[config.mk]
export PLATFORM = sky130hd
export DESIGN_NAME = pe_regfile_flat
export DESIGN_NICKNAME = d
export VERILOG_FILES = /design/src/hw/pe_pkg.sv /design/src/hw/pe_if.sv /design/src/hw/pe_regfile.sv /design/src/flat_wrapper.sv
export VERILOG_INCLUDE_DIRS = /design/src /design/src/hw
export SDC_FILE = /design/constraint.sdc
export NUM_CORES = 2
export LEC_CHECK = 0
export BUFFER_PORTS_ARGS = -buffer_cell sky130_fd_sc_hd__buf_2
export CORE_MARGIN = 3
export CORE_UTILIZATION = 45
export CTS_CLUSTER_SIZE = 30
export DETAILED_ROUTE_END_ITERATION = 8
export MAX_ROUTING_LAYER = met4
export PLACE_DENSITY = 0.57
export SLEW_MARGIN = 20
export SYNTH_ARGS = -nofsm -noshare
export SYNTH_HDL_FRONTEND = slang
export SYNTH_SLANG_ARGS = --single-unit
[constraint.sdc]
create_clock -name clk -period 4.8 [get_ports clk]
set_clock_uncertainty 0.2 [all_clocks]
set_input_delay 0.48 -clock clk [delete_from_list [all_inputs] [get_ports clk]]
set_output_delay 0.48 -clock clk [all_outputs]
set_load 0.1 [all_outputs]
[src/hw/pe_cfg.svh]
`ifndef PE_CFG_SVH
`define PE_CFG_SVH

// ------------------------------
// Datapath widths
// ------------------------------
`define PE_DATA_W   64   // Vector register and memory word
`define PE_ADDR_W   32   // Instruction and data address
`define PE_REG_AW   5    // 32 registers
`define PE_IMM_W    16   // Load/store/branch immediate

// ------------------------------
// Fetch
// ------------------------------
`define PE_PC_STEP  4    // Byte step between instructions

`endif

[src/hw/pe_pkg.sv]
`include "pe_cfg.svh"

package pe_pkg;

    // ------------------------------
    // Instruction encodings
    // ------------------------------
    typedef enum logic [0:5] {
        OP_RTYPE = 6'b101010,
        OP_LOAD  = 6'b100000,
        OP_STORE = 6'b100001,
        OP_BEZ   = 6'b100010,
        OP_BNEZ  = 6'b100011,
        OP_NOP   = 6'b111100
    } opcode_t;

    typedef enum logic [0:5] {
        FN_AND = 6'b000001,
        FN_OR  = 6'b000010,
        FN_XOR = 6'b000011,
        FN_NOT = 6'b000100,
        FN_MOV = 6'b000101,
        FN_ADD = 6'b000110,
        FN_SUB = 6'b000111
    } func_t;

    typedef enum logic [0:2] {
        ALU_AND = 3'b000,
        ALU_OR  = 3'b001,
        ALU_XOR = 3'b010,
        ALU_NOT = 3'b011,
        ALU_ADD = 3'b100,
        ALU_SUB = 3'b101
    } alu_op_t;

    typedef enum logic [0:1] {
        LANE_B = 2'b00,  // 8 x byte
        LANE_H = 2'b01,  // 4 x half-word
        LANE_W = 2'b10,  // 2 x word
        LANE_D = 2'b11   // Whole register
    } lane_w_t;

    // Codes 101..111 are legal in the word and write nothing
    typedef enum logic [0:2] {
        PREC_ALL  = 3'b000,
        PREC_HI   = 3'b001,  // Bits 0-31, leftmost word
        PREC_LO   = 3'b010,  // Bits 32-63
        PREC_EVEN = 3'b011,  // Byte lanes 0, 2, 4, 6
        PREC_ODD  = 3'b100   // Byte lanes 1, 3, 5, 7
    } wr_prec_t;

    typedef enum logic [0:2] {
        PATH_NONE = 3'b000,
        PATH_ALU  = 3'b001,
        PATH_MOV  = 3'b101
    } ex_path_t;

    // ------------------------------
    // Instruction word, two views
    // ------------------------------
    typedef struct packed {
        opcode_t               opcode;
        logic [0:`PE_REG_AW-1] rd;
        logic [0:`PE_REG_AW-1] ra;
        logic [0:`PE_REG_AW-1] rb;
        wr_prec_t              prec;
        lane_w_t               lane_w;
        func_t                 func;
    } r_fmt_t;

    typedef struct packed {
        opcode_t               opcode;
        logic [0:`PE_REG_AW-1] rd;   // Destination, or source for store/branch
        logic [0:`PE_REG_AW-1] ra;
        logic [0:`PE_IMM_W-1]  imm;  // Memory address or branch target
    } m_fmt_t;

    typedef union packed {
        r_fmt_t r;
        m_fmt_t m;
    } instr_u;

    // Bit mask of the byte lanes a precision code touches
    function automatic logic [0:`PE_DATA_W-1] wr_mask(input wr_prec_t p);
        case (p)
            PREC_ALL:  return '1;
            PREC_HI:   return {{32{1'b1}}, {32{1'b0}}};
            PREC_LO:   return {{32{1'b0}}, {32{1'b1}}};
            PREC_EVEN: return {4{8'hff, 8'h00}};
            PREC_ODD:  return {4{8'h00, 8'hff}};
            default:   return '0;  // Unused code, register untouched
        endcase
    endfunction

endpackage

[src/hw/pe_if.sv]
`timescale 1ns/1ps
`include "pe_cfg.svh"

// Write-back bundle, EX/WB register out to the register file
interface wb_if import pe_pkg::*; ();
    logic                  reg_wr;  // Write strobe
    logic [0:`PE_REG_AW-1] wa;      // Destination register
    logic [0:`PE_DATA_W-1] wd;      // Result word
    wr_prec_t              ppp;     // Partial write select

    modport src  (output reg_wr, wa, wd, ppp);
    modport sink (input  reg_wr, wa, wd, ppp);
endinterface


[src/hw/pe_regfile.sv]
`timescale 1ns/1ps
`include "pe_cfg.svh"

module pe_regfile import pe_pkg::*; (
    input  logic                  clk,
    input  logic                  reset,
    input  logic [0:`PE_REG_AW-1] ra1,
    input  logic [0:`PE_REG_AW-1] ra2,
    output logic [0:`PE_DATA_W-1] rd1,
    output logic [0:`PE_DATA_W-1] rd2,
    wb_if.sink                    wb
);

    localparam int NREG = 1 << `PE_REG_AW;

    logic [0:`PE_DATA_W-1] regs [0:NREG-1];
    logic [0:`PE_DATA_W-1] wmask;  // Lanes touched by the WB write

    assign wmask = wr_mask(wb.ppp);

    // Write at the WB edge, r0 stays zero
    always_ff @(posedge clk) begin
        if (reset) begin
            for (int i = 0; i < NREG; i++)
                regs[i] <= '0;
        end else if (wb.reg_wr && wb.wa != '0) begin
            regs[wb.wa] <= (regs[wb.wa] & ~wmask) | (wb.wd & wmask);
        end
    end

    // Reads see the WB value in the same cycle, merged lane by lane
    always_comb begin
        rd1 = regs[ra1];
        if (wb.reg_wr && ra1 == wb.wa)
            rd1 = (rd1 & ~wmask) | (wb.wd & wmask);
        if (ra1 == '0)
            rd1 = '0;
        rd2 = regs[ra2];
        if (wb.reg_wr && ra2 == wb.wa)
            rd2 = (rd2 & ~wmask) | (wb.wd & wmask);
        if (ra2 == '0)
            rd2 = '0;
    end

endmodule

[src/flat_wrapper.sv]
// flat-port wrapper written by rule: the top's interface ports become plain ports
module pe_regfile_flat import pe_pkg::*;
  (clk, reset, ra1, ra2, rd1, rd2, wb_reg_wr, wb_wa, wb_wd, wb_ppp);
  wb_if wb_i ();
  input  logic clk;
  input  logic reset;
  input  logic [0:`PE_REG_AW-1] ra1;
  input  logic [0:`PE_REG_AW-1] ra2;
  output logic [0:`PE_DATA_W-1] rd1;
  output logic [0:`PE_DATA_W-1] rd2;
  input wire logic [$bits(wb_i.reg_wr)-1:0] wb_reg_wr;
  input wire logic [$bits(wb_i.wa)-1:0] wb_wa;
  input wire logic [$bits(wb_i.wd)-1:0] wb_wd;
  input wire logic [$bits(wb_i.ppp)-1:0] wb_ppp;
  assign wb_i.reg_wr = wb_reg_wr;
  assign wb_i.wa = wb_wa;
  assign wb_i.wd = wb_wd;
  assign wb_i.ppp = wb_ppp;
  pe_regfile u_core (.clk(clk), .reset(reset), .ra1(ra1), .ra2(ra2), .rd1(rd1), .rd2(rd2), .wb(wb_i));
endmodule
==> results.sh <==
export IMPL_critical_path_slowest_cell="nor3_1"
export IMPL_synth_area_um2=122700
export IMPL_start_util_pct=45.29
export IMPL_worstSetupStartpointType="input port"
export IMPL_drive_gt1_share_pct=31.37
export IMPL_fp_dieH_um=528.2
export IMPL_yosysMostFrequentCell="edfxtp_1"
export IMPL_drc_errors=0
export IMPL_pre_cts_ws_ns=0.01422
export IMPL_synth_edff_count=2048
export IMPL_clock_sinks=2048
export IMPL_gr_total_overflow=0
export IMPL_first_global_vias=92690
export IMPL_crit_chain="buf_8 -> buf_4 -> and2_2 -> buf_4 -> a22oi_1 -> nand2_1 -> o22ai_1 -> nor3_1 -> nor2_1 -> buf_12"
export IMPL_htree_levels=4
export IMPL_synthTopCellsByArea="edfxtp_1 (50%), mux4_2 (26%), nor2_1 (6.2%)"
export IMPL_cpPeakStageDelay_ns=0.88
export IMPL_crit_fanout=33
export IMPL_cts_tree="built"
export IMPL_rows=191
export IMPL_viasPerCell=7.757
export IMPL_required_ns=4.12
export IMPL_critPathKind="in2out"
export IMPL_finalSetupViolCount=1
export IMPL_wirelength_um=599900
export IMPL_numCtsBuffers=233
export IMPL_dieArea_um2=279000
export IMPL_violations="hold timing, setup timing"
export IMPL_async_flop_share_pct=0
export IMPL_crit_top_cell="buf_4"
export IMPL_ys_seq_area_share_pct=50.11
export IMPL_p_per_area_nw_per_um2=348.1
export IMPL_syn_area_per_cell_um2=14.10
export IMPL_clockBufferDepth=3
export IMPL_worstSkewPairLatency_ns=0.95
export IMPL_reg_largest_list="u_core.regs (2048)"
export IMPL_largest_reg_flops=2048
export IMPL_fin_ws_ns=-0.03598
export IMPL_io_buffers=212
export IMPL_area_growth_pct=14.35
export IMPL_ff2ff_setup_slack_ns=1.78
export IMPL_placed_area_um2=132100
export IMPL_relSlewSlack_pct=11.47
export IMPL_core_area_um2=271000
export IMPL_synth_cell_types=72
export IMPL_cp_arrival_ns=4.16
export IMPL_vias=97830
export IMPL_wire_per_inst_um=47.57
export IMPL_p_leak_nw=49.18
export IMPL_synth_top_area_share_pct=50.11
export IMPL_fin_crit_sh_pct=100.7
export IMPL_n_fill_cell=22680
export IMPL_rsz0062_at_grt="false"
export IMPL_synth_top_cells_by_count="edfxtp_1 (2048), nor2_1 (2016), mux4_2 (1444)"
export IMPL_instances_no_fill=12610
export IMPL_antenna_found_initial=58
export IMPL_antenna_left=0
export IMPL_synthesis_yosys_warnings=0
export IMPL_status="finished, violations left"
export IMPL_drt_first_iter_violations=20620
export IMPL_grt_usage_pct=43.60
export IMPL_hpwl_um=335100
export IMPL_cp_num_buf_inv=4
export IMPL_cts_clk_slew_worst_paths_ns=0.06
export IMPL_finalWeightedCongestion=0.9579
export IMPL_ys_seq_elements=2048
export IMPL_grt_pass1_wl_um=800400
export IMPL_crit_family="simple AND/OR/NAND/NOR gates"
export IMPL_dp_cells=12050
export IMPL_postLayoutCellArea_um2=140300
export IMPL_tightest_slew_ns=1.327
export IMPL_io_pins=213
export IMPL_top_register="u_core.regs"
export IMPL_synthCells=8705
export IMPL_die_w_um=528.2
export IMPL_maxSlewViolCount=0
export IMPL_post_cts_buffers=0
export IMPL_end_kind="primary output"
export IMPL_synth_ff_type="edfxtp_1"
export IMPL_fin_tns_setup_ns=-0.03598
export IMPL_hold_ws_ns=-0.001329
export IMPL_firstDrtPassIters=6
export IMPL_grt_max_degree=102
export IMPL_root_buffer="clkbuf_16"
export IMPL_ir_worst_vdd_v=0.0004112
export IMPL_period_needed_ns=4.836
export IMPL_nets=8833
export IMPL_max_freq_mhz=206.8
export IMPL_cap_violations=0
export IMPL_hold_path_class="in2reg"
export IMPL_synth_top_cell_by_area="edfxtp_1"
export IMPL_hold_violations=1
## cells in the final DEF, fill, tap and decap left out, types with 33 or more instances in the layout
master / count
clkinv_1: 59
edfxtp_1: 2048
nor3_1: 70
o221ai_1: 63
nor2_2: 39
a22o_1: 58
nor2_1: 2003
clkinv_2: 44
mux2i_1: 489
mux2_2: 65
a221o_1: 56
a22oi_1: 140
diode_2: 104
buf_12: 267
buf_4: 324
clkbuf_1: 37
a21oi_1: 127
conb_1: 64
o21ai_0: 124
mux4_2: 1444
a211oi_1: 65
o21ai_1: 33
nand3_1: 66
a221oi_1: 85
nand2_1: 233
o22ai_1: 88
buf_2: 109
clkbuf_16: 234
## cell type report
| class | instances | area, µm² | area share, % |
|---|---|---|---|
| inverter | 25 | 126.4 | 0.09005 |
| tap | 3570 | 4467 | 3.183 |
| timing repair buffer | 745 | 8823 | 6.287 |
| sequential | 2048 | 61500 | 43.82 |
| clock inverter | 154 | 1589 | 1.132 |
| antenna | 104 | 260.3 | 0.1854 |
| multi-input combinational | 5695 | 57580 | 41.03 |
| clock buffer | 271 | 5995 | 4.271 |
## stage by stage
stage / power (mW) / utilization (%)
finish: 48.85 / 51.79
global route: 49.61 / 51.76
CTS: 48.41 / 51.67
detailed placement: 30.67 / 48.75
global placement: 30.54 / 48.68
floorplan: 26.95 / -
## final timing paths
kind	start	to	cells after the start
worst max register to register	u_core.regs[13][49]$_SDFFCE_PN0P_	u_core.regs[3][49]$_SDFFCE_PN0P_	7
worst min-delay path	wb_wd[46]	u_core.regs[15][46]$_SDFFCE_PN0P_	3
worst min register to register	u_core.regs[28][4]$_SDFFCE_PN0P_	u_core.regs[11][4]$_SDFFCE_PN0P_	5
worst max-delay path	ra2[3]	rd2[40]	10
## repair_timing
item	4_1_cts	5_1_grt
setup endpoints to repair	0	2
hold buffers	32	0
endpoints found under the hold margin	517	0
gates resized for setup	0	2
## kinds of logic (layout without fill, tap and decap cells)
logic type / count (synthesis) / after routing / synth area share (%)
other: 1 / 168 / 0.003056
AO/OA/AOI/OAI: 1021 / 1021 / 6.000
multiplexers: 2009 / 2009 / 31.32
flip-flops: 2048 / 2048 / 50.11
AND/OR/NAND/NOR: 2590 / 2590 / 8.464
buffers and inverters: 1025 / 1195 / 4.025
XOR/XNOR: 11 / 11 / 0.07850
## power by group
| group | internal [mW] | switching [mW] |
|---|---|---|
| Combinational | 3.39 | 6.45 |
| Clock | 10.1 | 8.01 |
| Sequential | 20.4 | 0.510 |
## layer usage
metal	vias up	global-route usage [%]	part of all wire, %
met5	-	-	0
met4	0	28.16	8.0
met3	2535	18.63	17
met2	10350	59.47	42
met1	50150	52.84	33
li1	34800	-	-
## worst register-to-register path, delay by kind of cell, from the launching register on
| family | cells | cell delay [ns] |
|---|---|---|
| AO/OA/AOI/OAI | 2 | 0.54 |
| buffers and inverters | 1 | 0.41 |
| flip-flops | 1 | 0.44 |
| multiplexers | 2 | 1.00 |
| AND/OR/NAND/NOR | 2 | 0.15 |
(Power assumes the default switching activity.)
