[src/hw/pe_cfg.svh]
`ifndef PE_CFG_SVH
`define PE_CFG_SVH

// ------------------------------
// Datapath widths
// ------------------------------
`define PE_DATA_W   64   // Vector register and memory word
`define PE_ADDR_W   32   // Instruction and data address
`define PE_REG_AW   5    // 32 registers
`define PE_IMM_W    16   // Load/store/branch immediate

// ------------------------------
// Fetch
// ------------------------------
`define PE_PC_STEP  4    // Byte step between instructions

`endif

[src/hw/pe_pkg.sv]
`include "pe_cfg.svh"

package pe_pkg;

    // ------------------------------
    // Instruction encodings
    // ------------------------------
    typedef enum logic [0:5] {
        OP_RTYPE = 6'b101010,
        OP_LOAD  = 6'b100000,
        OP_STORE = 6'b100001,
        OP_BEZ   = 6'b100010,
        OP_BNEZ  = 6'b100011,
        OP_NOP   = 6'b111100
    } opcode_t;

    typedef enum logic [0:5] {
        FN_AND = 6'b000001,
        FN_OR  = 6'b000010,
        FN_XOR = 6'b000011,
        FN_NOT = 6'b000100,
        FN_MOV = 6'b000101,
        FN_ADD = 6'b000110,
        FN_SUB = 6'b000111
    } func_t;

    typedef enum logic [0:2] {
        ALU_AND = 3'b000,
        ALU_OR  = 3'b001,
        ALU_XOR = 3'b010,
        ALU_NOT = 3'b011,
        ALU_ADD = 3'b100,
        ALU_SUB = 3'b101
    } alu_op_t;

    typedef enum logic [0:1] {
        LANE_B = 2'b00,  // 8 x byte
        LANE_H = 2'b01,  // 4 x half-word
        LANE_W = 2'b10,  // 2 x word
        LANE_D = 2'b11   // Whole register
    } lane_w_t;

    // Codes 101..111 are legal in the word and write nothing
    typedef enum logic [0:2] {
        PREC_ALL  = 3'b000,
        PREC_HI   = 3'b001,  // Bits 0-31, leftmost word
        PREC_LO   = 3'b010,  // Bits 32-63
        PREC_EVEN = 3'b011,  // Byte lanes 0, 2, 4, 6
        PREC_ODD  = 3'b100   // Byte lanes 1, 3, 5, 7
    } wr_prec_t;

    typedef enum logic [0:2] {
        PATH_NONE = 3'b000,
        PATH_ALU  = 3'b001,
        PATH_MOV  = 3'b101
    } ex_path_t;

    // ------------------------------
    // Instruction word, two views
    // ------------------------------
    typedef struct packed {
        opcode_t               opcode;
        logic [0:`PE_REG_AW-1] rd;
        logic [0:`PE_REG_AW-1] ra;
        logic [0:`PE_REG_AW-1] rb;
        wr_prec_t              prec;
        lane_w_t               lane_w;
        func_t                 func;
    } r_fmt_t;

    typedef struct packed {
        opcode_t               opcode;
        logic [0:`PE_REG_AW-1] rd;   // Destination, or source for store/branch
        logic [0:`PE_REG_AW-1] ra;
        logic [0:`PE_IMM_W-1]  imm;  // Memory address or branch target
    } m_fmt_t;

    typedef union packed {
        r_fmt_t r;
        m_fmt_t m;
    } instr_u;

    // Bit mask of the byte lanes a precision code touches
    function automatic logic [0:`PE_DATA_W-1] wr_mask(input wr_prec_t p);
        case (p)
            PREC_ALL:  return '1;
            PREC_HI:   return {{32{1'b1}}, {32{1'b0}}};
            PREC_LO:   return {{32{1'b0}}, {32{1'b1}}};
            PREC_EVEN: return {4{8'hff, 8'h00}};
            PREC_ODD:  return {4{8'h00, 8'hff}};
            default:   return '0;  // Unused code, register untouched
        endcase
    endfunction

endpackage

[src/hw/pe_if.sv]
`timescale 1ns/1ps
`include "pe_cfg.svh"

// Write-back bundle, EX/WB register out to the register file
interface wb_if import pe_pkg::*; ();
    logic                  reg_wr;  // Write strobe
    logic [0:`PE_REG_AW-1] wa;      // Destination register
    logic [0:`PE_DATA_W-1] wd;      // Result word
    wr_prec_t              ppp;     // Partial write select

    modport src  (output reg_wr, wa, wd, ppp);
    modport sink (input  reg_wr, wa, wd, ppp);
endinterface

// ID/EX control register, decoder side to execute side
interface ex_ctrl_if import pe_pkg::*; ();
    logic                  reg_wr;
    logic [0:`PE_REG_AW-1] rd;
    wr_prec_t              ppp;
    lane_w_t               lane_w;
    alu_op_t               alu_op;
    ex_path_t              path;
    logic                  load;
    logic                  store;
    logic                  is_branch;
    logic                  branch_nz;  // bnez when set, bez otherwise
    logic [0:`PE_REG_AW-1] rs_a;       // Source addresses for EX forwarding
    logic [0:`PE_REG_AW-1] rt_a;

    modport ctrl (output reg_wr, rd, ppp, lane_w, alu_op, path, load, store,
                  is_branch, branch_nz, rs_a, rt_a);
    modport exec (input  reg_wr, rd, ppp, lane_w, alu_op, path, load, store,
                  is_branch, branch_nz, rs_a, rt_a);
endinterface

[src/hw/pe_vec_alu.sv]
`timescale 1ns/1ps
`include "pe_cfg.svh"

module pe_vec_alu import pe_pkg::*; (
    input  alu_op_t               alu_op,
    input  lane_w_t               lane_w,
    input  logic [0:`PE_DATA_W-1] a,
    input  logic [0:`PE_DATA_W-1] b,
    output logic [0:`PE_DATA_W-1] y
);

    localparam int NBYTE = `PE_DATA_W / 8;

    logic [0:`PE_DATA_W-1] sum;   // Lane-wise a+b or a-b
    logic                  is_sub;

    assign is_sub = (alu_op == ALU_SUB);

    // ------------------------------
    // Byte-sliced adder
    // ------------------------------
    // Carry ripples from byte 7 (rightmost) toward byte 0 and is cut
    // at each lane start; subtract is a + ~b + 1 per lane
    always_comb begin : lane_adder
        logic       carry;
        logic [7:0] bb;
        logic [8:0] s9;
        int         lane_bytes;
        lane_bytes = 1 << lane_w;  // 1, 2, 4 or 8 bytes per lane
        carry      = is_sub;
        for (int i = NBYTE - 1; i >= 0; i--) begin
            bb = is_sub ? ~b[8*i +: 8] : b[8*i +: 8];
            s9 = {1'b0, a[8*i +: 8]} + {1'b0, bb} + {8'd0, carry};
            sum[8*i +: 8] = s9[7:0];
            // Carry stays inside the lane unless byte i starts it
            carry = ((i & (lane_bytes - 1)) != 0) ? s9[8] : is_sub;
        end
    end

    always_comb begin
        case (alu_op)
            ALU_AND: y = a & b;
            ALU_OR:  y = a | b;
            ALU_XOR: y = a ^ b;
            ALU_NOT: y = ~a;        // Second operand ignored
            ALU_ADD, ALU_SUB: y = sum;  // Lane adder covers both
            default: y = '0;
        endcase
    end

endmodule

[src/hw/pe_exec.sv]
`timescale 1ns/1ps
`include "pe_cfg.svh"

module pe_exec import pe_pkg::*; (
    input  logic                  clk,
    input  logic                  reset,
    input  logic [0:`PE_DATA_W-1] rd1,
    input  logic [0:`PE_DATA_W-1] rd2,
    input  logic [0:`PE_IMM_W-1]  imm_id,
    input  logic                  stall,
    input  logic                  taken,
    input  logic [0:`PE_DATA_W-1] data_in,
    output logic                  rs_zero,
    output logic [0:`PE_IMM_W-1]  imm,
    output logic [0:`PE_ADDR_W-1] data_addr,
    output logic [0:`PE_DATA_W-1] data_out,
    output logic                  mem_en,
    output logic                  mem_wr_en,
    ex_ctrl_if.exec               ex,
    wb_if.src                     wb
);

    logic [0:`PE_DATA_W-1] rs_q;      // ID/EX operands
    logic [0:`PE_DATA_W-1] rt_q;
    logic [0:`PE_IMM_W-1]  imm_q;
    logic [0:`PE_DATA_W-1] rs_fw;     // After WB forwarding
    logic [0:`PE_DATA_W-1] rt_fw;
    logic [0:`PE_DATA_W-1] alu_y;
    logic [0:`PE_DATA_W-1] result;
    logic                  wb_reg_wr_q;  // EX/WB register
    logic [0:`PE_REG_AW-1] wb_wa_q;
    logic [0:`PE_DATA_W-1] wb_wd_q;
    wr_prec_t              wb_ppp_q;
    logic [0:`PE_DATA_W-1] wb_mask;

    always_ff @(posedge clk) begin
        if (!stall) begin
            rs_q  <= rd1;
            rt_q  <= rd2;
            imm_q <= imm_id;
        end
    end

    // ------------------------------
    // WB to EX forwarding
    // ------------------------------
    assign wb_mask = wr_mask(wb_ppp_q);

    always_comb begin
        rs_fw = rs_q;
        rt_fw = rt_q;
        if (wb_reg_wr_q && wb_wa_q != '0 && ex.rs_a == wb_wa_q)
            rs_fw = (rs_q & ~wb_mask) | (wb_wd_q & wb_mask);
        if (wb_reg_wr_q && wb_wa_q != '0 && ex.rt_a == wb_wa_q)
            rt_fw = (rt_q & ~wb_mask) | (wb_wd_q & wb_mask);
    end

    assign rs_zero = (rs_fw == '0);  // Zero test for the branch decision in pe_ctrl
    assign imm     = imm_q;

    pe_vec_alu u_alu (
        .alu_op (ex.alu_op),
        .lane_w (ex.lane_w),
        .a      (rs_fw),
        .b      (rt_fw),
        .y      (alu_y)
    );

    always_comb begin
        case (ex.path)
            PATH_ALU: result = alu_y;
            PATH_MOV: result = rs_fw;
            default:  result = '0;
        endcase
        if (ex.load)
            result = data_in;  // Valid in the cycle after the stall
    end

    // Every address maps to data memory
    assign data_addr = {{(`PE_ADDR_W-`PE_IMM_W){1'b0}}, imm_q};
    assign data_out  = rs_fw;
    assign mem_en    = ex.store || (ex.load && stall);
    assign mem_wr_en = ex.store;

    // ------------------------------
    // EX/WB
    // ------------------------------
    always_ff @(posedge clk) begin
        if (reset)
            wb_reg_wr_q <= 1'b0;
        else if (!stall)
            wb_reg_wr_q <= ex.reg_wr;
    end

    always_ff @(posedge clk) begin
        if (!stall) begin
            wb_wa_q  <= ex.rd;
            wb_wd_q  <= result;
            wb_ppp_q <= ex.ppp;
        end
    end

    assign wb.reg_wr = wb_reg_wr_q;
    assign wb.wa     = wb_wa_q;
    assign wb.wd     = wb_wd_q;
    assign wb.ppp    = wb_ppp_q;

    a_wr_has_en: assert property (@(posedge clk) disable iff (reset)
        mem_wr_en |-> mem_en);
    // The slot behind a taken branch reaches EX with no effect
    a_taken_squash: assert property (@(posedge clk) disable iff (reset)
        taken |=> !(ex.reg_wr || ex.load || ex.store || ex.is_branch));

endmodule

[src/flat_wrapper.sv]
// flat-port wrapper written by rule: the top's interface ports become plain ports
module pe_exec_flat import pe_pkg::*;
  (clk, reset, rd1, rd2, imm_id, stall, taken, data_in, rs_zero, imm, data_addr, data_out, mem_en, mem_wr_en, ex_reg_wr, ex_rd, ex_ppp, ex_lane_w, ex_alu_op, ex_path, ex_load, ex_store, ex_is_branch, ex_branch_nz, ex_rs_a, ex_rt_a, wb_reg_wr, wb_wa, wb_wd, wb_ppp);
  ex_ctrl_if ex_i ();
  wb_if wb_i ();
  input  logic clk;
  input  logic reset;
  input  logic [0:`PE_DATA_W-1] rd1;
  input  logic [0:`PE_DATA_W-1] rd2;
  input  logic [0:`PE_IMM_W-1] imm_id;
  input  logic stall;
  input  logic taken;
  input  logic [0:`PE_DATA_W-1] data_in;
  output logic rs_zero;
  output logic [0:`PE_IMM_W-1] imm;
  output logic [0:`PE_ADDR_W-1] data_addr;
  output logic [0:`PE_DATA_W-1] data_out;
  output logic mem_en;
  output logic mem_wr_en;
  input wire logic [$bits(ex_i.reg_wr)-1:0] ex_reg_wr;
  input wire logic [$bits(ex_i.rd)-1:0] ex_rd;
  input wire logic [$bits(ex_i.ppp)-1:0] ex_ppp;
  input wire logic [$bits(ex_i.lane_w)-1:0] ex_lane_w;
  input wire logic [$bits(ex_i.alu_op)-1:0] ex_alu_op;
  input wire logic [$bits(ex_i.path)-1:0] ex_path;
  input wire logic [$bits(ex_i.load)-1:0] ex_load;
  input wire logic [$bits(ex_i.store)-1:0] ex_store;
  input wire logic [$bits(ex_i.is_branch)-1:0] ex_is_branch;
  input wire logic [$bits(ex_i.branch_nz)-1:0] ex_branch_nz;
  input wire logic [$bits(ex_i.rs_a)-1:0] ex_rs_a;
  input wire logic [$bits(ex_i.rt_a)-1:0] ex_rt_a;
  output wire logic [$bits(wb_i.reg_wr)-1:0] wb_reg_wr;
  output wire logic [$bits(wb_i.wa)-1:0] wb_wa;
  output wire logic [$bits(wb_i.wd)-1:0] wb_wd;
  output wire logic [$bits(wb_i.ppp)-1:0] wb_ppp;
  assign ex_i.reg_wr = ex_reg_wr;
  assign ex_i.rd = ex_rd;
  assign ex_i.ppp = ex_ppp;
  assign ex_i.lane_w = ex_lane_w;
  assign ex_i.alu_op = ex_alu_op;
  assign ex_i.path = ex_path;
  assign ex_i.load = ex_load;
  assign ex_i.store = ex_store;
  assign ex_i.is_branch = ex_is_branch;
  assign ex_i.branch_nz = ex_branch_nz;
  assign ex_i.rs_a = ex_rs_a;
  assign ex_i.rt_a = ex_rt_a;
  assign wb_reg_wr = wb_i.reg_wr;
  assign wb_wa = wb_i.wa;
  assign wb_wd = wb_i.wd;
  assign wb_ppp = wb_i.ppp;
  pe_exec u_core (.clk(clk), .reset(reset), .rd1(rd1), .rd2(rd2), .imm_id(imm_id), .stall(stall), .taken(taken), .data_in(data_in), .rs_zero(rs_zero), .imm(imm), .data_addr(data_addr), .data_out(data_out), .mem_en(mem_en), .mem_wr_en(mem_wr_en), .ex(ex_i), .wb(wb_i));
endmodule
[config.mk]
export PLATFORM = sky130hd
export DESIGN_NAME = pe_exec_flat
export DESIGN_NICKNAME = d
export VERILOG_FILES = /design/src/hw/pe_pkg.sv /design/src/hw/pe_if.sv /design/src/hw/pe_vec_alu.sv /design/src/hw/pe_exec.sv /design/src/flat_wrapper.sv
export VERILOG_INCLUDE_DIRS = /design/src /design/src/hw
export SDC_FILE = /design/constraint.sdc
export NUM_CORES = 1
export LEC_CHECK = 0
export BUFFER_PORTS_ARGS = -buffer_cell sky130_fd_sc_hd__buf_2
export CORE_MARGIN = 3
export CORE_UTILIZATION = 30
export CTS_BUF_LIST = sky130_fd_sc_hd__clkbuf_8
export CTS_CLUSTER_DIAMETER = 100
export DETAILED_ROUTE_END_ITERATION = 12
export GPL_TIMING_DRIVEN = 0
export PLACE_DENSITY_LB_ADDON = 0.15
export SLEW_MARGIN = 5
export SYNTH_ARGS = -nofsm -noshare
export SYNTH_HDL_FRONTEND = slang
export SYNTH_SLANG_ARGS = --single-unit
[constraint.sdc]
create_clock -name clk -period 38 [get_ports clk]
set_input_delay 3.8 -clock clk [delete_from_list [all_inputs] [get_ports clk]]
set_output_delay 3.8 -clock clk [all_outputs]
set_load 0.01 [all_outputs]
==> results_dict.tcl <==
set metrics [dict create \
    outcome "finished, final reports clean" \
    num_rows 86 \
    drt_first_pass_iters 7 \
    type_of_the_tightest_min_delay_check "flip-flop to flip-flop" \
    global_route.overflow_total 0 \
    vias_per_cell 5.18 \
    grt_pass1_vias 15141 \
    reg2reg_depth 85 \
    design.final.nets 2537 \
    drc 0 \
    routed_metal_1_wire_length_microns 31600 \
    syn_area_per_cell_sq_um 10.5 \
    drtAntennaViolNets 0 \
    post_synthesis_register_bit_count 217 \
    synth_enable_flop_cells 216 \
    worst_setup_path_start_kind "primary input" \
    post_drt_wl_per_cell_microns 26.2 \
    timing_worst_slew_pin_value_ns 1.35 \
    synthDistinctLibCells 73 \
    postLayoutCellArea_sq_um 21100 \
    critical_path.most_common_cell "fa_1" \
    antenna_found_initial 8 \
    worst-r2r-setup-slack_ns 17.10 \
    first_iter_violations 1085 \
    met2_wirelength_microns 35900 \
    wl_met3_microns 5530 \
    tritoncts "built" \
    detailed_place_hpwl_microns 59300 \
    numPortBuffers 409 \
    pin_count 431 \
    dpl-instance-area_sq_um 20200 \
    min_path_cells 2 \
    detail_route.wirelength_microns 75600 \
    cts.repair.resized 0 \
    worst_slew_margin_rel 0.0961 \
    yosys_most_used_dff "edfxtp_1" \
    yosys.area.top_type "edfxtp_1" \
    worst_ep_required_time_ns 38.35 \
    finalHoldViolations 0 \
    top_cell_type_s_share_of_synthesized_area 0.379 \
    worst_ep_arrival_time_ns 24.42 \
    post_cts_buffers 0 \
    areaGrowthSynthToFinish_pct 23.0 \
    fillCellCount 5794 \
    ctsHtreeMaxLevel 2 \
    clk_path_buf_depth 3 \
    worst_ir_drop_on_vdd_mv 0.0214 \
    grt_first_pass_wirelength_microns 107000 \
    grtUsageTotal 0.246 \
    fmax_mhz 41.5 \
    clkLatencyLatePin_ns 0.62 \
    ranking_of_synthesized_cells_by_instance_count "216 x edfxtp_1, 195 x inv_1, 183 x ha_1" \
    floorplan.die_area_sq_um 60000 \
    route.vias.total 14918 \
    postSynthCellCount 1625 \
    top_layer_used "met5" \
    post-route-period-util 0.633 \
    total_standard_cell_area_after_synthesis_sq_um 17100 \
    period_needed_ns 24.07 \
    core_area_sq_um 55700 \
    synth.area.top_cells "edfxtp_1 38%, ha_1 13%, mux2i_1 8.4%, xnor2_1 4.7%, inv_1 4.3%" \
    cts.reportedPaths.clkPinSlew_ns 0.07 \
    maxSlewViolCount 0 \
    setup_total_negative_slack_ns 0 \
    layoutNonFillerInstCount 2882 \
    cp_max_fo 10 \
    synthArstFlopShare 0 \
    power_per_cell_area_nw_per_um2 36.9 \
    starting_density 0.307 \
    drv_cap 0 \
    ctsHoldBuffers 0 \
    path_class "primary input to flip-flop" \
    cts_inserted_buffers 44 \
    place_inst 2798 \
    finClkSkew_ns 0.0204 \
    place_congestion 0.935 \
    clock_sink_count 217 \
    synth_warnings 0 \
    cts_root_buffer "clkbuf_8" \
    grt_setup_unrepaired "no" \
    floorplan.die.width_microns 245 \
    timing.critical_path.slowest_stage_cell "buf_1" \
    fraction_of_layout_instances_using_a_drive_strength_above_1 0.263 \
    grt_start_max_net_pins 111 \
    critical_path.endpoint_type "flip-flop" \
    setup_violations 0 \
    critical-path-max-stage-delay_ns 0.93 \
    yosysMostFrequentCell "edfxtp_1" \
    synth.yosys.seq_area_share 0.380 \
    total_leakage_power_nw 9.21 \
    die_h_microns 245 \
]
==> flip-flops by register name, indices dropped and copies added, names as in the netlist <==
register          flops
u_core.wb.reg_wr      1
u_core.rs_q          64
u_core.rt_q          64
u_core.wb.wa          5
u_core.wb.ppp         3
u_core.wb.wd         64
u_core.imm           16
==> per-stage QoR <==
stage / power (mW) / worst slack, ns / utilization / hold slack, ns
after global placement: 0.534 / 13.24 / 0.362 / 0.609
after CTS: 0.787 / 13.98 / 0.378 / 0.615
final: 0.777 / 13.93 / 0.378 / 0.618
after detailed placement: 0.534 / 13.37 / 0.362 / 0.614
after floorplan: 0.443 / 18.64 / - / 0.596
after global routing: 0.820 / 13.07 / 0.378 / 0.666
==> where the power goes <==
group / switching (mW) / internal, mW
sequential: 0.00981 / 0.284
clock: 0.116 / 0.131
combinational: 0.143 / 0.0930
total: 0.269 / 0.508
==> kinds of logic (layout without fill, tap and decap cells) <==
family,Yosys count,count (layout),synth area share
other cells,1,20,0.000219
fa+ha+maj,198,198,0.151
compound gates,371,371,0.146
flops,217,217,0.380
simple gates,260,260,0.0777
buf+inv,306,796,0.0765
xor+xnor,97,97,0.0509
mux,175,175,0.117
==> path summary, 6_finish.rpt <==
path,startpoint,to
max,ex_alu_op[2],u_core.wb.wd[1]
min,u_core.wb.reg_wr,u_core.wb.reg_wr
max reg2reg,u_core.wb.wa[4],u_core.wb.wd[1]
min reg2reg,u_core.wb.reg_wr,u_core.wb.reg_wr
==> worst max-delay path: cells and delay by family <==
kind | cells | cell delay [ns]
buf+inv | 5 | 2.60
compound gates | 42 | 7.06
xor+xnor | 2 | 0.29
simple gates | 17 | 3.07
fa+ha+maj | 15 | 7.56
==> cell usage in the layout, fill, tap and decap left out, types with 17 or more instances in the layout <==
master and instances:
buf_2 414, edfxtp_1 216, inv_1 203, ha_1 183
mux2i_1 144, xnor2_1 91, a21oi_1 85, nor2_1 71
nand2_1 61, clkbuf_1 60, o21ai_0 55, clkbuf_8 45
o22ai_1 38, buf_4 33, a22oi_1 32, a211oi_1 30
nor2b_1 25, a21o_1 23, nor3_1 20, a22o_1 20
nand4_1 18, mux4_2 17
==> routing by layer <==
| layer | vias up | track usage |
|---|---|---|
| li1 | 6853 | - |
| met1 | 7307 | 0.315 |
| met3 | 110 | 0.0470 |
| met2 | 642 | 0.414 |
| met5 | - | 0 |
| met4 | 6 | 0.0884 |
==> area by class of cell <==
class,count,area (sq um),area share
multi-input combinational,1117,9360,0.445
sequential,217,6510,0.309
timing repair buffer,410,2070,0.0985
tap,748,936,0.0444
inverter,196,743,0.0353
clock buffer,45,619,0.0294
buffer,110,573,0.0272
clock inverter,35,233,0.0111
antenna,4,10.0,0.000475
Power figures use the tool's default switching activity.
