## src/hw/pe_cfg.svh

```systemverilog
`ifndef PE_CFG_SVH
`define PE_CFG_SVH

// ------------------------------
// Datapath widths
// ------------------------------
`define PE_DATA_W   64   // Vector register and memory word
`define PE_ADDR_W   32   // Instruction and data address
`define PE_REG_AW   5    // 32 registers
`define PE_IMM_W    16   // Load/store/branch immediate

// ------------------------------
// Fetch
// ------------------------------
`define PE_PC_STEP  4    // Byte step between instructions

`endif

```

## src/hw/pe_pkg.sv

```systemverilog
`include "pe_cfg.svh"

package pe_pkg;

    // ------------------------------
    // Instruction encodings
    // ------------------------------
    typedef enum logic [0:5] {
        OP_RTYPE = 6'b101010,
        OP_LOAD  = 6'b100000,
        OP_STORE = 6'b100001,
        OP_BEZ   = 6'b100010,
        OP_BNEZ  = 6'b100011,
        OP_NOP   = 6'b111100
    } opcode_t;

    typedef enum logic [0:5] {
        FN_AND = 6'b000001,
        FN_OR  = 6'b000010,
        FN_XOR = 6'b000011,
        FN_NOT = 6'b000100,
        FN_MOV = 6'b000101,
        FN_ADD = 6'b000110,
        FN_SUB = 6'b000111
    } func_t;

    typedef enum logic [0:2] {
        ALU_AND = 3'b000,
        ALU_OR  = 3'b001,
        ALU_XOR = 3'b010,
        ALU_NOT = 3'b011,
        ALU_ADD = 3'b100,
        ALU_SUB = 3'b101
    } alu_op_t;

    typedef enum logic [0:1] {
        LANE_B = 2'b00,  // 8 x byte
        LANE_H = 2'b01,  // 4 x half-word
        LANE_W = 2'b10,  // 2 x word
        LANE_D = 2'b11   // Whole register
    } lane_w_t;

    // Codes 101..111 are legal in the word and write nothing
    typedef enum logic [0:2] {
        PREC_ALL  = 3'b000,
        PREC_HI   = 3'b001,  // Bits 0-31, leftmost word
        PREC_LO   = 3'b010,  // Bits 32-63
        PREC_EVEN = 3'b011,  // Byte lanes 0, 2, 4, 6
        PREC_ODD  = 3'b100   // Byte lanes 1, 3, 5, 7
    } wr_prec_t;

    typedef enum logic [0:2] {
        PATH_NONE = 3'b000,
        PATH_ALU  = 3'b001,
        PATH_MOV  = 3'b101
    } ex_path_t;

    // ------------------------------
    // Instruction word, two views
    // ------------------------------
    typedef struct packed {
        opcode_t               opcode;
        logic [0:`PE_REG_AW-1] rd;
        logic [0:`PE_REG_AW-1] ra;
        logic [0:`PE_REG_AW-1] rb;
        wr_prec_t              prec;
        lane_w_t               lane_w;
        func_t                 func;
    } r_fmt_t;

    typedef struct packed {
        opcode_t               opcode;
        logic [0:`PE_REG_AW-1] rd;   // Destination, or source for store/branch
        logic [0:`PE_REG_AW-1] ra;
        logic [0:`PE_IMM_W-1]  imm;  // Memory address or branch target
    } m_fmt_t;

    typedef union packed {
        r_fmt_t r;
        m_fmt_t m;
    } instr_u;

    // Bit mask of the byte lanes a precision code touches
    function automatic logic [0:`PE_DATA_W-1] wr_mask(input wr_prec_t p);
        case (p)
            PREC_ALL:  return '1;
            PREC_HI:   return {{32{1'b1}}, {32{1'b0}}};
            PREC_LO:   return {{32{1'b0}}, {32{1'b1}}};
            PREC_EVEN: return {4{8'hff, 8'h00}};
            PREC_ODD:  return {4{8'h00, 8'hff}};
            default:   return '0;  // Unused code, register untouched
        endcase
    endfunction

endpackage

```

## src/hw/pe_if.sv

```systemverilog
`timescale 1ns/1ps
`include "pe_cfg.svh"


// ID/EX control register, decoder side to execute side
interface ex_ctrl_if import pe_pkg::*; ();
    logic                  reg_wr;
    logic [0:`PE_REG_AW-1] rd;
    wr_prec_t              ppp;
    lane_w_t               lane_w;
    alu_op_t               alu_op;
    ex_path_t              path;
    logic                  load;
    logic                  store;
    logic                  is_branch;
    logic                  branch_nz;  // bnez when set, bez otherwise
    logic [0:`PE_REG_AW-1] rs_a;       // Source addresses for EX forwarding
    logic [0:`PE_REG_AW-1] rt_a;

    modport ctrl (output reg_wr, rd, ppp, lane_w, alu_op, path, load, store,
                  is_branch, branch_nz, rs_a, rt_a);
    modport exec (input  reg_wr, rd, ppp, lane_w, alu_op, path, load, store,
                  is_branch, branch_nz, rs_a, rt_a);
endinterface

```

## src/hw/pe_ctrl.sv

```systemverilog
`timescale 1ns/1ps
`include "pe_cfg.svh"

module pe_ctrl import pe_pkg::*; (
    input  logic                  clk,
    input  logic                  reset,
    input  instr_u                instr,       // Fetched word, combinational
    input  logic                  rs_zero,     // EX first operand is zero
    input  logic [0:`PE_IMM_W-1]  imm,         // EX immediate, branch target
    output logic [0:`PE_ADDR_W-1] instr_addr,
    output logic [0:`PE_REG_AW-1] ra1,
    output logic [0:`PE_REG_AW-1] ra2,
    output logic [0:`PE_IMM_W-1]  imm_id,      // ID immediate into ID/EX
    output logic                  stall,
    output logic                  taken,
    ex_ctrl_if.ctrl               ctrl
);

    logic [0:`PE_ADDR_W-1] pc_q;
    instr_u                ifid_q;
    logic                  ifid_flush_q;  // IF/ID holds a bubble
    logic                  stalled_q;     // Load stall was taken last cycle
    logic                  kill;
    logic                  dec_reg_wr;
    logic                  dec_load;
    logic                  dec_store;
    logic                  dec_branch;
    logic                  dec_nz;
    alu_op_t               dec_alu_op;
    ex_path_t              dec_path;
    wr_prec_t              dec_ppp;

    assign instr_addr = pc_q;

    // Load holds the pipe once, data is back the next cycle
    assign stall = ctrl.load && !stalled_q;
    assign taken = ctrl.is_branch && (ctrl.branch_nz ? !rs_zero : rs_zero);
    assign kill  = ifid_flush_q || taken;  // Squash the word in ID

    // ------------------------------
    // PC and IF/ID
    // ------------------------------
    always_ff @(posedge clk) begin
        if (reset) begin
            pc_q         <= '0;
            ifid_flush_q <= 1'b1;
            stalled_q    <= 1'b0;
        end else begin
            stalled_q <= stall;
            if (!stall) begin
                pc_q <= taken ? {{(`PE_ADDR_W-`PE_IMM_W){1'b0}}, imm}
                              : pc_q + `PE_PC_STEP;
                ifid_flush_q <= taken;  // Word being fetched is a shadow
            end
        end
    end

    always_ff @(posedge clk) begin
        if (!stall)
            ifid_q <= instr;
    end

    // ------------------------------
    // Decode
    // ------------------------------
    always_comb begin
        dec_reg_wr = 1'b0;
        dec_load   = 1'b0;
        dec_store  = 1'b0;
        dec_branch = 1'b0;
        dec_nz     = 1'b0;
        dec_alu_op = ALU_AND;
        dec_path   = PATH_NONE;
        dec_ppp    = ifid_q.r.prec;
        case (ifid_q.r.opcode)
            OP_RTYPE: begin
                dec_reg_wr = 1'b1;
                dec_path   = PATH_ALU;
                case (ifid_q.r.func)
                    FN_AND: dec_alu_op = ALU_AND;
                    FN_OR:  dec_alu_op = ALU_OR;
                    FN_XOR: dec_alu_op = ALU_XOR;
                    FN_NOT: dec_alu_op = ALU_NOT;
                    FN_ADD: dec_alu_op = ALU_ADD;
                    FN_SUB: dec_alu_op = ALU_SUB;
                    FN_MOV: dec_path   = PATH_MOV;
                    default: begin               // Unknown function, no write
                        dec_reg_wr = 1'b0;
                        dec_path   = PATH_NONE;
                    end
                endcase
            end
            OP_LOAD: begin
                dec_reg_wr = 1'b1;
                dec_load   = 1'b1;
                dec_ppp    = PREC_ALL;  // Precision bits overlap the immediate
            end
            OP_STORE: dec_store = 1'b1;
            OP_BEZ:   dec_branch = 1'b1;
            OP_BNEZ: begin
                dec_branch = 1'b1;
                dec_nz     = 1'b1;
            end
            OP_NOP:  ;
            default: ;
        endcase
        // Store data and branch test come from the rd field
        ra1 = (dec_store || dec_branch) ? ifid_q.m.rd : ifid_q.r.ra;
        if (kill) begin
            dec_reg_wr = 1'b0;
            dec_load   = 1'b0;
            dec_store  = 1'b0;
            dec_branch = 1'b0;
        end
    end

    assign ra2    = ifid_q.r.rb;
    assign imm_id = ifid_q.m.imm;

    // ------------------------------
    // ID/EX control
    // ------------------------------
    always_ff @(posedge clk) begin
        if (reset) begin
            ctrl.reg_wr    <= 1'b0;
            ctrl.load      <= 1'b0;
            ctrl.store     <= 1'b0;
            ctrl.is_branch <= 1'b0;
        end else if (!stall) begin
            ctrl.reg_wr    <= dec_reg_wr;
            ctrl.load      <= dec_load;
            ctrl.store     <= dec_store;
            ctrl.is_branch <= dec_branch;
        end
    end

    always_ff @(posedge clk) begin
        if (!stall) begin
            ctrl.rd        <= ifid_q.r.rd;
            ctrl.ppp       <= dec_ppp;
            ctrl.lane_w    <= ifid_q.r.lane_w;
            ctrl.alu_op    <= dec_alu_op;
            ctrl.path      <= dec_path;
            ctrl.branch_nz <= dec_nz;
            ctrl.rs_a      <= ra1;
            ctrl.rt_a      <= ra2;
        end
    end

    // Load stall must release so the load can retire
    a_stall_once: assert property (@(posedge clk) disable iff (reset)
        stall |=> !stall);
    a_ld_st_excl: assert property (@(posedge clk) disable iff (reset)
        !(ctrl.load && ctrl.store));

endmodule

```

## src/flat_wrapper.sv

```systemverilog
// flat-port wrapper written by rule: the top's interface ports become plain ports
module pe_ctrl_flat import pe_pkg::*;
  (clk, reset, instr, rs_zero, imm, instr_addr, ra1, ra2, imm_id, stall, taken, ctrl_reg_wr, ctrl_rd, ctrl_ppp, ctrl_lane_w, ctrl_alu_op, ctrl_path, ctrl_load, ctrl_store, ctrl_is_branch, ctrl_branch_nz, ctrl_rs_a, ctrl_rt_a);
  ex_ctrl_if ctrl_i ();
  input  logic clk;
  input  logic reset;
  input  instr_u instr;
  input  logic rs_zero;
  input  logic [0:`PE_IMM_W-1] imm;
  output logic [0:`PE_ADDR_W-1] instr_addr;
  output logic [0:`PE_REG_AW-1] ra1;
  output logic [0:`PE_REG_AW-1] ra2;
  output logic [0:`PE_IMM_W-1] imm_id;
  output logic stall;
  output logic taken;
  output wire logic [$bits(ctrl_i.reg_wr)-1:0] ctrl_reg_wr;
  output wire logic [$bits(ctrl_i.rd)-1:0] ctrl_rd;
  output wire logic [$bits(ctrl_i.ppp)-1:0] ctrl_ppp;
  output wire logic [$bits(ctrl_i.lane_w)-1:0] ctrl_lane_w;
  output wire logic [$bits(ctrl_i.alu_op)-1:0] ctrl_alu_op;
  output wire logic [$bits(ctrl_i.path)-1:0] ctrl_path;
  output wire logic [$bits(ctrl_i.load)-1:0] ctrl_load;
  output wire logic [$bits(ctrl_i.store)-1:0] ctrl_store;
  output wire logic [$bits(ctrl_i.is_branch)-1:0] ctrl_is_branch;
  output wire logic [$bits(ctrl_i.branch_nz)-1:0] ctrl_branch_nz;
  output wire logic [$bits(ctrl_i.rs_a)-1:0] ctrl_rs_a;
  output wire logic [$bits(ctrl_i.rt_a)-1:0] ctrl_rt_a;
  assign ctrl_reg_wr = ctrl_i.reg_wr;
  assign ctrl_rd = ctrl_i.rd;
  assign ctrl_ppp = ctrl_i.ppp;
  assign ctrl_lane_w = ctrl_i.lane_w;
  assign ctrl_alu_op = ctrl_i.alu_op;
  assign ctrl_path = ctrl_i.path;
  assign ctrl_load = ctrl_i.load;
  assign ctrl_store = ctrl_i.store;
  assign ctrl_is_branch = ctrl_i.is_branch;
  assign ctrl_branch_nz = ctrl_i.branch_nz;
  assign ctrl_rs_a = ctrl_i.rs_a;
  assign ctrl_rt_a = ctrl_i.rt_a;
  pe_ctrl u_core (.clk(clk), .reset(reset), .instr(instr), .rs_zero(rs_zero), .imm(imm), .instr_addr(instr_addr), .ra1(ra1), .ra2(ra2), .imm_id(imm_id), .stall(stall), .taken(taken), .ctrl(ctrl_i));
endmodule
```

## config.mk

```make
export PLATFORM = sky130hd
export DESIGN_NAME = pe_ctrl_flat
export DESIGN_NICKNAME = d
export VERILOG_FILES = /design/src/hw/pe_pkg.sv /design/src/hw/pe_if.sv /design/src/hw/pe_ctrl.sv /design/src/flat_wrapper.sv
export VERILOG_INCLUDE_DIRS = /design/src /design/src/hw
export SDC_FILE = /design/constraint.sdc
export NUM_CORES = 1
export LEC_CHECK = 0
export BUFFER_PORTS_ARGS = -buffer_cell sky130_fd_sc_hd__buf_2
export CAP_MARGIN = 15
export CORE_UTILIZATION = 40
export DETAILED_ROUTE_END_ITERATION = 16
export PLACE_DENSITY = 0.66
export SYNTH_ARGS = -nofsm -noshare
export SYNTH_HDL_FRONTEND = slang
export SYNTH_SLANG_ARGS = --single-unit
```

## constraint.sdc

```tcl
create_clock -name clk -period 8.53 [get_ports clk]
set_input_delay 0.4265 -clock clk [delete_from_list [all_inputs] [get_ports clk]]
set_output_delay 0.4265 -clock clk [all_outputs]
set_load 0.05 [all_outputs]
```

==> impl_metrics.ini, run 1 <==
[global_route]
grt_use_total_pct = 16.9
grt_remaining_overflow = 0
grt_pass1_vias = 2954
grt_pass1_wl_um = 14700
grt_max_degree = 85
antenna_found_initial = 0

[sta]
clock_skew_ns = 0.0124
slew_viol_final = 0
hold_violations = 0
rsz0062_at_grt = no
maxSlewHeadroom_pct = 31.5
period_share_pct = 33.7
finalWorstSetupSlack_ns = 5.66
finalCriticalPeriod_ns = 2.87
clock.fmax_mhz = 348
setup_viol = 0
max_slew.worst_pin.slew_ns = 1.03
tns_ns = 0

[routing]
wl_met1_um = 4040
drt.antenna.violating_nets = 0
drtPass1Iterations = 4
wl_met3_um = 848
top_layer = met4
met2_length_um = 4250
wire_per_inst_um = 15.0
dr_total_vias = 3257
viasPerCell = 5.35
finalWirelength_um = 9160
drtIter0Drc = 185
drcViolationCount = 0

[clock_tree]
clock_tree.root_cell = clkbuf_8
cts_max_path_buffers = 2
cts_resized = 0
cts_tree = done
htree_levels = 3
postCtsSetupRepairBufs = 0
numClockSinks = 96
worstSkewPairLatency_ns = 0.35
cts_made_buffers = 9
hold_buffers = 0
clk_pin_slew_worst_paths_ns = 0.10

[floorplan]
die_h_um = 104
die_x_um = 104
core_area_um2 = 9910
die_area_um2 = 10800
start_util_pct = 41.9
rows = 36
io_pins = 142

[place]
numPlacedInstances = 593
place_ws_ns = 5.75
dp_hpwl_um = 6340
gp_congestion = 0.802
io_buffers = 140

[synth]
synth_cells = 361
ys.flop_type = edfxtp_1
yosys.area.top_type = edfxtp_1
synth_edf_count = 58
async_flop_share_pct = 0
ys_ff_latch = 96
syn_area_um2 = 4150
synth_warnings = 0
synth_top_area_share_pct = 42.0
synthTopCellsByArea = edfxtp_1 (42%), dfxtp_1 (18%), buf_4 (4.2%), a21oi_1 (3.6%), nand3_1 (2.8%)
syn-mean-instance-area_um2 = 11.5
synthesis.nets = 413
seq_area_frac_synth_pct = 60.3
synthDistinctLibCells = 48

[finish]
n_antenna_cell = 0
n_fill_cell = 935
fin_nets = 523
area_growth_pct = 19.1
drive_gt1_share_pct = 35.1
final_cells = 609
final_util_pct = 49.9

[setup_path]
timing.rr.start = u_core.stalled_q
endpoint = taken
cp-startpoint = u_core.ctrl.is_branch
ff2ff_path_depth = 4
slowest_stage = dfxtp_1
required_ns = 8.10
cp-end-kind = output pin
setup.worst_path.class = reg2out
worstPathCellList = nand2_1, inv_2, buf_2
r2r_slack_ns = 5.78
r2r_end = u_core.instr_addr[8]
cp_data_arrival_time_ns = 2.45
crit_path_max_fanout = 19
start_kind = flip-flop
max_stage_delay_ns = 0.76

[pwr]
design_power_total_mw = 0.893
ir_worst_vdd_v = 0.000133
powerDensity_nw_per_um2 = 181
p_leak_nw = 2.02

[hold_path]
hp-class = in2reg
hp-start = instr[23]

[run]
cap_violations = 0

[status]
outcome = finished, final reports clean
layout make-up:
| cell class | count | area [µm²] | area share (%) |
|---|---|---|---|
| tap | 133 | 166 | 3.37 |
| clock inverter | 7 | 52.6 | 1.06 |
| clock buffer | 9 | 124 | 2.51 |
| inverter | 14 | 52.6 | 1.06 |
| multi-input combinational | 209 | 1340 | 27.1 |
| timing repair buffer | 141 | 708 | 14.3 |
| sequential | 96 | 2500 | 50.6 |
cell families (layout without fill, tap and decap cells):
group	count (synthesis)	in the layout	share of synthesized area, %
AND/OR/NAND/NOR	111	111	15.9
adder cells (fa/ha/maj)	1	1	0.301
XOR/XNOR	2	2	0.422
multiplexers	9	9	2.32
flip-flops	96	96	60.3
other	1	1	0.0904
buffers and inverters	56	171	7.66
AO/OA/AOI/OAI	85	85	13.0
flip-flops by register name (all words and copies together), names as in the netlist:
register and cells:
u_core.ifid_flush_q 1, u_core.ctrl.reg_wr 1, u_core.ctrl.rs_a 5, u_core.ctrl.store 1, u_core.ctrl.ppp 3, u_core.ctrl.rd 5
u_core.stalled_q 1, u_core.ctrl.is_branch 1, u_core.ctrl.rt_a 5, u_core.instr_addr 32, u_core.ctrl.alu_op 3, u_core.ctrl.branch_nz 1
u_core.ctrl.lane_w 2, u_core.ifid_q 32, u_core.ctrl.path 2, u_core.ctrl.load 1
worst min-delay path by stage:
stage                             end  cells past startpoint
CTS                 u_core.ifid_q[18]                      1
global route        u_core.ifid_q[18]                      1
global placement    u_core.ctrl.rd[2]                      0
finish              u_core.ifid_q[23]                      1
detailed placement  u_core.ctrl.rd[2]                      0
floorplan           u_core.ctrl.rd[0]                      0
critical path: cells and delay by family, from the launching register on:
family                 cells  cell delay [ns]
buffers and inverters      2             0.78
flip-flops                 1             0.76
AND/OR/NAND/NOR            1             0.56
cells in the final DEF (no fill, tap or decap), types with 7 or more instances in the layout:
cell type / instances
buf_2: 140
clkbuf_8: 9
and3_1: 7
a21oi_1: 30
nor2_1: 10
o21ai_0: 13
nand3_1: 23
inv_1: 12
nand4_1: 8
nand2_1: 18
edfxtp_1: 58
o31ai_1: 12
dfxtp_1: 38
or4_1: 13
layer usage:
metal  vias up  GRT usage (%)
li1       1580              -
met2       137           26.5
met4         0           4.29
met3         4           6.33
met5         -              0
met1      1536           21.9
through the flow:
step	hold WS, ns	instance area [µm²]
after detailed placement	0.427	4770
after floorplan	0.420	4150
after global placement	0.422	4770
after global routing	0.212	4940
after CTS	0.220	4940
final	0.243	4940
report_power, final:
group	total (mW)	switching, mW	internal (mW)
Clock	0.274	0.164	0.109
Combinational	0.101	0.0763	0.0248
Sequential	0.518	0.0102	0.508
Total	0.893	0.251	0.642
cell usage after synthesis (5+ instances only):
cell type	count
edfxtp_1	58
dfxtp_1	38
a21oi_1	30
buf_4	23
nand3_1	23
nand2_1	18
o21ai_0	13
or4_1	13
inv_1	12
o31ai_1	12
clkbuf_1	10
nor2_1	10
nand4_1	8
and3_1	7
a31oi_1	6
and2_1	6
nor4_1	6
and4_1	5
buf_2	5
mux2_2	5
Note: power is estimated with default switching activity, not from simulation.
==> inputs of run 2 (changes only) <==
==> constraint.sdc (replaced) <==
create_clock -name clk -period 2.71 [get_ports clk]
set_input_delay 0.1355 -clock clk [delete_from_list [all_inputs] [get_ports clk]]
set_output_delay 0.1355 -clock clk [all_outputs]
set_load 0.05 [all_outputs]
==> run 2 against run 1 <==
  * Combinational power rose to 3.5 times the previous value
  * First-iteration DRC count fell by 10%
  * Clock-buffer cell count unchanged
  * Global-route usage is 1.6 points higher
  * Via count is 4.3% higher
  * Sequential cell count stayed put
  * Worst setup slack lost 5.4 ns
  * Non-clock buffer count increased by 38
  * Sequential power grew to 3.1 times the previous value
  * Clock skew fell by 0.0029 ns
  * Largest cell class unchanged
==> impl_metrics.ini, run 2 (same netlist as run 1, synthesis figures left out) <==
[setup_path]
cp_data_arrival_time_ns = 2.37
cp-end-kind = output pin
crit_path_max_fanout = 5
crit_family = simple AND/OR/NAND/NOR gates
cp_num_buf_inv = 1
cp.depth = 4
max_stage_delay_ns = 0.49
required_ns = 2.57
ff2ff_path_depth = 4
worstPathCellList = nor4b_2, nor2b_1, mux2_2, buf_2
setup.worst_path.class = reg2out
slowest_stage = nor4b_2
start_kind = flip-flop

[sta]
clock_skew_ns = 0.00956
hold_violations = 0
tns_ns = 0
max_slew.worst_pin.slew_ns = 0.820
holdWs_ns = 0.0285
period_share_pct = 92.3
clock.fmax_mhz = 400
finalCriticalPeriod_ns = 2.50
rsz0062_at_grt = no
slew_viol_final = 0
setup_viol = 0
maxSlewHeadroom_pct = 43.9

[place]
dp_hpwl_um = 6430
io_buffers = 140
gp_congestion = 0.787
numPlacedInstances = 599

[routing]
wl_met1_um = 4210
wire_per_inst_um = 15.2
finalWirelength_um = 9830
met2_length_um = 4760
dr_total_vias = 3398
wl_met3_um = 691
viasPerCell = 5.25
drtPass1Iterations = 5
drcViolationCount = 0
top_layer = met4
drtIter0Drc = 166
drt.antenna.violating_nets = 0

[hold_path]
hp-class = in2reg
hold_depth = 3

[clock_tree]
htree_levels = 3
worstSkewPairLatency_ns = 0.36
postCtsSetupRepairBufs = 0
cts_made_buffers = 9
cts_tree = done
numClockSinks = 96
cts_max_path_buffers = 2
clk_pin_slew_worst_paths_ns = 0.10
cts_resized = 0
clock_tree.root_cell = clkbuf_8

[finish]
drive_gt1_share_pct = 34.0
n_fill_cell = 906
final_cell_mix = buf_2 (140), edfxtp_1 (58), dfxtp_1 (38), dlygate4sd3_1 (32), a21oi_1 (30)
final_cells = 647
n_antenna_cell = 0
final-seq-area_um2 = 2500
area_growth_pct = 28.2
final_common_cell = buf_2
multi_input_area_um2 = 1340
fin_nets = 561

[run]
cap_violations = 0

[pwr]
design_power_total_mw = 2.89
p_leak_nw = 2.18
ir_worst_vdd_v = 0.000384
powerDensity_nw_per_um2 = 543

[floorplan]
die_h_um = 104
io_pins = 142
die_x_um = 104
core_area_um2 = 9910
rows = 36
start_util_pct = 41.9
die_area_um2 = 10800

[global_route]
grt_max_degree = 40
grt_remaining_overflow = 0
grt_use_total_pct = 18.4
antenna_found_initial = 0
grt_pass1_vias = 3362
grt_pass1_wl_um = 16000

[status]
outcome = finished, final reports clean
run 2: cell types whose count changed in the layout (fill, tap and decap cells not counted), sizes merged:
cell | before | now
inv | 18 | 17
dlygate4sd3 | 0 | 32
buf | 141 | 147
clkinvlp | 1 | 2
run 2: power by group:
group          leakage, nW  internal (mW)  switching [mW]  total [mW]
clock               0.0899          0.353           0.548       0.902
combinational         1.16          0.109           0.248       0.357
sequential           0.931           1.60          0.0301        1.63
total                 2.18           2.06           0.826        2.89
run 2: what timing repair did:
action / 4_1_cts / 5_1_grt
hold buffers: 32 / 0
hold endpoints to repair: 32 / 0
setup endpoints to repair: 0 / 0
run 2: cell type report:
type,count,area share [%]
timing repair buffer,179,20.2
tap,133,3.13
clock inverter,7,1.20
multi-input combinational,209,25.1
clock buffer,9,2.33
sequential,96,47.0
inverter,14,0.988
run 2: metrics by stage:
stage / util, % / worst slack [ns] / instance area [µm²]
6_report: 53.7 / 0.209 / 5320
5_1_grt: 53.7 / 0.0228 / 5320
4_1_cts: 53.7 / 0.158 / 5320
3_5_place_dp: 48.6 / 0.566 / 4810
3_3_place_gp: 48.6 / 0.624 / 4810
2_1_floorplan: - / 0.507 / 4150
run 2: final timing paths:
path	start	endpoint	slack [ns]
worst min-delay path	imm[14]	u_core.instr_addr[30]	0.03
worst max-delay path	u_core.ifid_q[29]	ra1[1]	0.21
worst max register to register	u_core.instr_addr[25]	u_core.instr_addr[16]	0.64
worst min register to register	u_core.ifid_q[24]	u_core.ctrl.rd[1]	0.46
run 2: layer usage:
layer | up-vias | GRT usage [%]
met4 | 0 | 6.22
met1 | 1614 | 22.7
met5 | - | 0
li1 | 1643 | -
met3 | 14 | 6.02
met2 | 127 | 30.4
run 2: worst reg2reg max path: stages (launching register included):
cell     delay (ns)
dfxtp_1        0.48
and3_1         0.42
nand4_2        0.40
or4_1          0.53
a31oi_1        0.17
==> inputs of run 3 (changes only) <==
--- a/config.mk
+++ b/config.mk
@@ -8,6 +8,7 @@
 export LEC_CHECK = 0
 export BUFFER_PORTS_ARGS = -buffer_cell sky130_fd_sc_hd__buf_2
 export CAP_MARGIN = 15
+export CORE_MARGIN = 2
 export CORE_UTILIZATION = 40
 export DETAILED_ROUTE_END_ITERATION = 16
 export PLACE_DENSITY = 0.66
==> run 3 against run 2 <==
  * Critical path depth did not move
  * Combinational power barely moved
  * Total power rose by 5.0%
  * Register-to-register slack got worse by 0.22 ns
  * Non-clock buffer count fell by 3
==> impl_metrics.ini, run 3 (same netlist as run 1, synthesis figures left out) <==
[sta]
hold_violations = 0
clock_skew_ns = 0.0102
setup_viol = 0
finalCriticalPeriod_ns = 2.47
period_share_pct = 91.1
maxSlewHeadroom_pct = 44.4
max_slew.worst_pin.slew_ns = 0.813
rsz0062_at_grt = no
tns_ns = 0
slew_viol_final = 0
clock.fmax_mhz = 405

[hold_path]
hp-class = in2reg
hold_path_end = u_core.instr_addr[31]
hold_depth = 3
hp-start = imm[15]

[global_route]
use_met1_pct = 22.3
use_met3_pct = 6.06
top_usage_layer = met2
antenna_found_initial = 0
grt_remaining_overflow = 0
grt_use_total_pct = 17.9
grt_pass1_wl_um = 15700
met2_usage_pct = 28.7
grt_pass1_vias = 3164
grt_max_degree = 52

[routing]
dr_total_vias = 3387
finalWirelength_um = 10100
wire_per_inst_um = 15.6
viasPerCell = 5.23
drt.antenna.violating_nets = 0
drcViolationCount = 0
drtPass1Iterations = 4
drtIter0Drc = 220

[finish]
area_growth_pct = 28.5
n_fill_cell = 946
n_antenna_cell = 0
final-seq-area_um2 = 2500
multi_input_area_um2 = 1340
final_util_pct = 52.4
final_cell_mix = buf_2 (140), edfxtp_1 (58), dfxtp_1 (38), dlygate4sd3_1 (32), a21oi_1 (30)
final_common_cell = buf_2
fin_nets = 558
drive_gt1_share_pct = 33.5

[floorplan]
die_x_um = 106
rows = 37
die_area_um2 = 11200
start_util_pct = 40.7
io_pins = 142
die_h_um = 106
core_area_um2 = 10200

[status]
outcome = finished, final reports clean

[setup_path]
timing.rr.start = u_core.stalled_q
crit_path_max_fanout = 5
setup.worst_path.class = reg2out
cp_data_arrival_time_ns = 2.33
r2r_slack_ns = 0.42
cp-end-kind = output pin
start_kind = flip-flop
r2r_end = u_core.instr_addr[8]
ff2ff_path_depth = 4
required_ns = 2.57

[pwr]
p_leak_nw = 2.19
ir_worst_vdd_v = 0.000420
powerDensity_nw_per_um2 = 569

[clock_tree]
numClockSinks = 96
cts_max_path_buffers = 2
cts_made_buffers = 9
hold_buffers = 32
worstSkewPairLatency_ns = 0.36
clock_tree.root_cell = clkbuf_8
clk_pin_slew_worst_paths_ns = 0.10
cts_resized = 0
cts_tree = done
htree_levels = 3
postCtsSetupRepairBufs = 0

[run]
cap_violations = 0

[place]
gp_congestion = 0.826
dp_hpwl_um = 6650
io_buffers = 140
## run 3: stage by stage
stage / setup WS [ns] / cell area (µm²) / total power, mW / cells / hold slack (ns)
after floorplan: 0.507 / 4150 / 1.91 / 361 / 0.234
after global placement: 0.590 / 4790 / 1.98 / 599 / 0.311
after detailed placement: 0.478 / 4790 / 1.99 / 599 / 0.314
after CTS: 0.189 / 5330 / 3.05 / 647 / 0.00186
after global routing: 0.0351 / 5330 / 3.13 / 647 / 0.00517
final: 0.241 / 5330 / 3.03 / 647 / 0.0186
## run 3: routing by layer
layer  up-vias  wire (µm)
li1       1647          -
met1      1610       4220
met2       114       4940
met3        16        747
met4         0        154
met5         -          0
## run 3: layout make-up
class                      instances  area share [%]
clock buffer                      10            2.39
clock inverter                     6            1.71
inverter                          14           0.985
multi-input combinational        209            25.1
sequential                        96            46.9
tap                              136            3.19
timing repair buffer             176            19.7
## run 3: how the worst max path moves through the flow
stage,endpoint,cells past startpoint,from,slack (ns)
after global routing,ra1[2],4,u_core.ifid_q[29],0.04
after detailed placement,u_core.instr_addr[2],4,u_core.stalled_q,0.48
after floorplan,u_core.instr_addr[1],7,u_core.instr_addr[29],0.51
after global placement,u_core.instr_addr[8],4,u_core.stalled_q,0.59
final,ra1[2],4,u_core.ifid_q[29],0.24
after CTS,ra1[2],4,u_core.ifid_q[29],0.19
## run 3: worst max-delay path, stage by stage, from the launching register on
cell and delay, ns:
edfxtp_1 0.41, nor4b_2 0.44, nor2b_1 0.49, mux2_2 0.42
buf_2 0.22
## run 3: where the power goes
part,total [mW],internal [mW],switching (mW)
logic,0.357,0.109,0.248
registers,1.63,1.60,0.0326
clock network,1.04,0.527,0.518
total,3.03,2.23,0.799
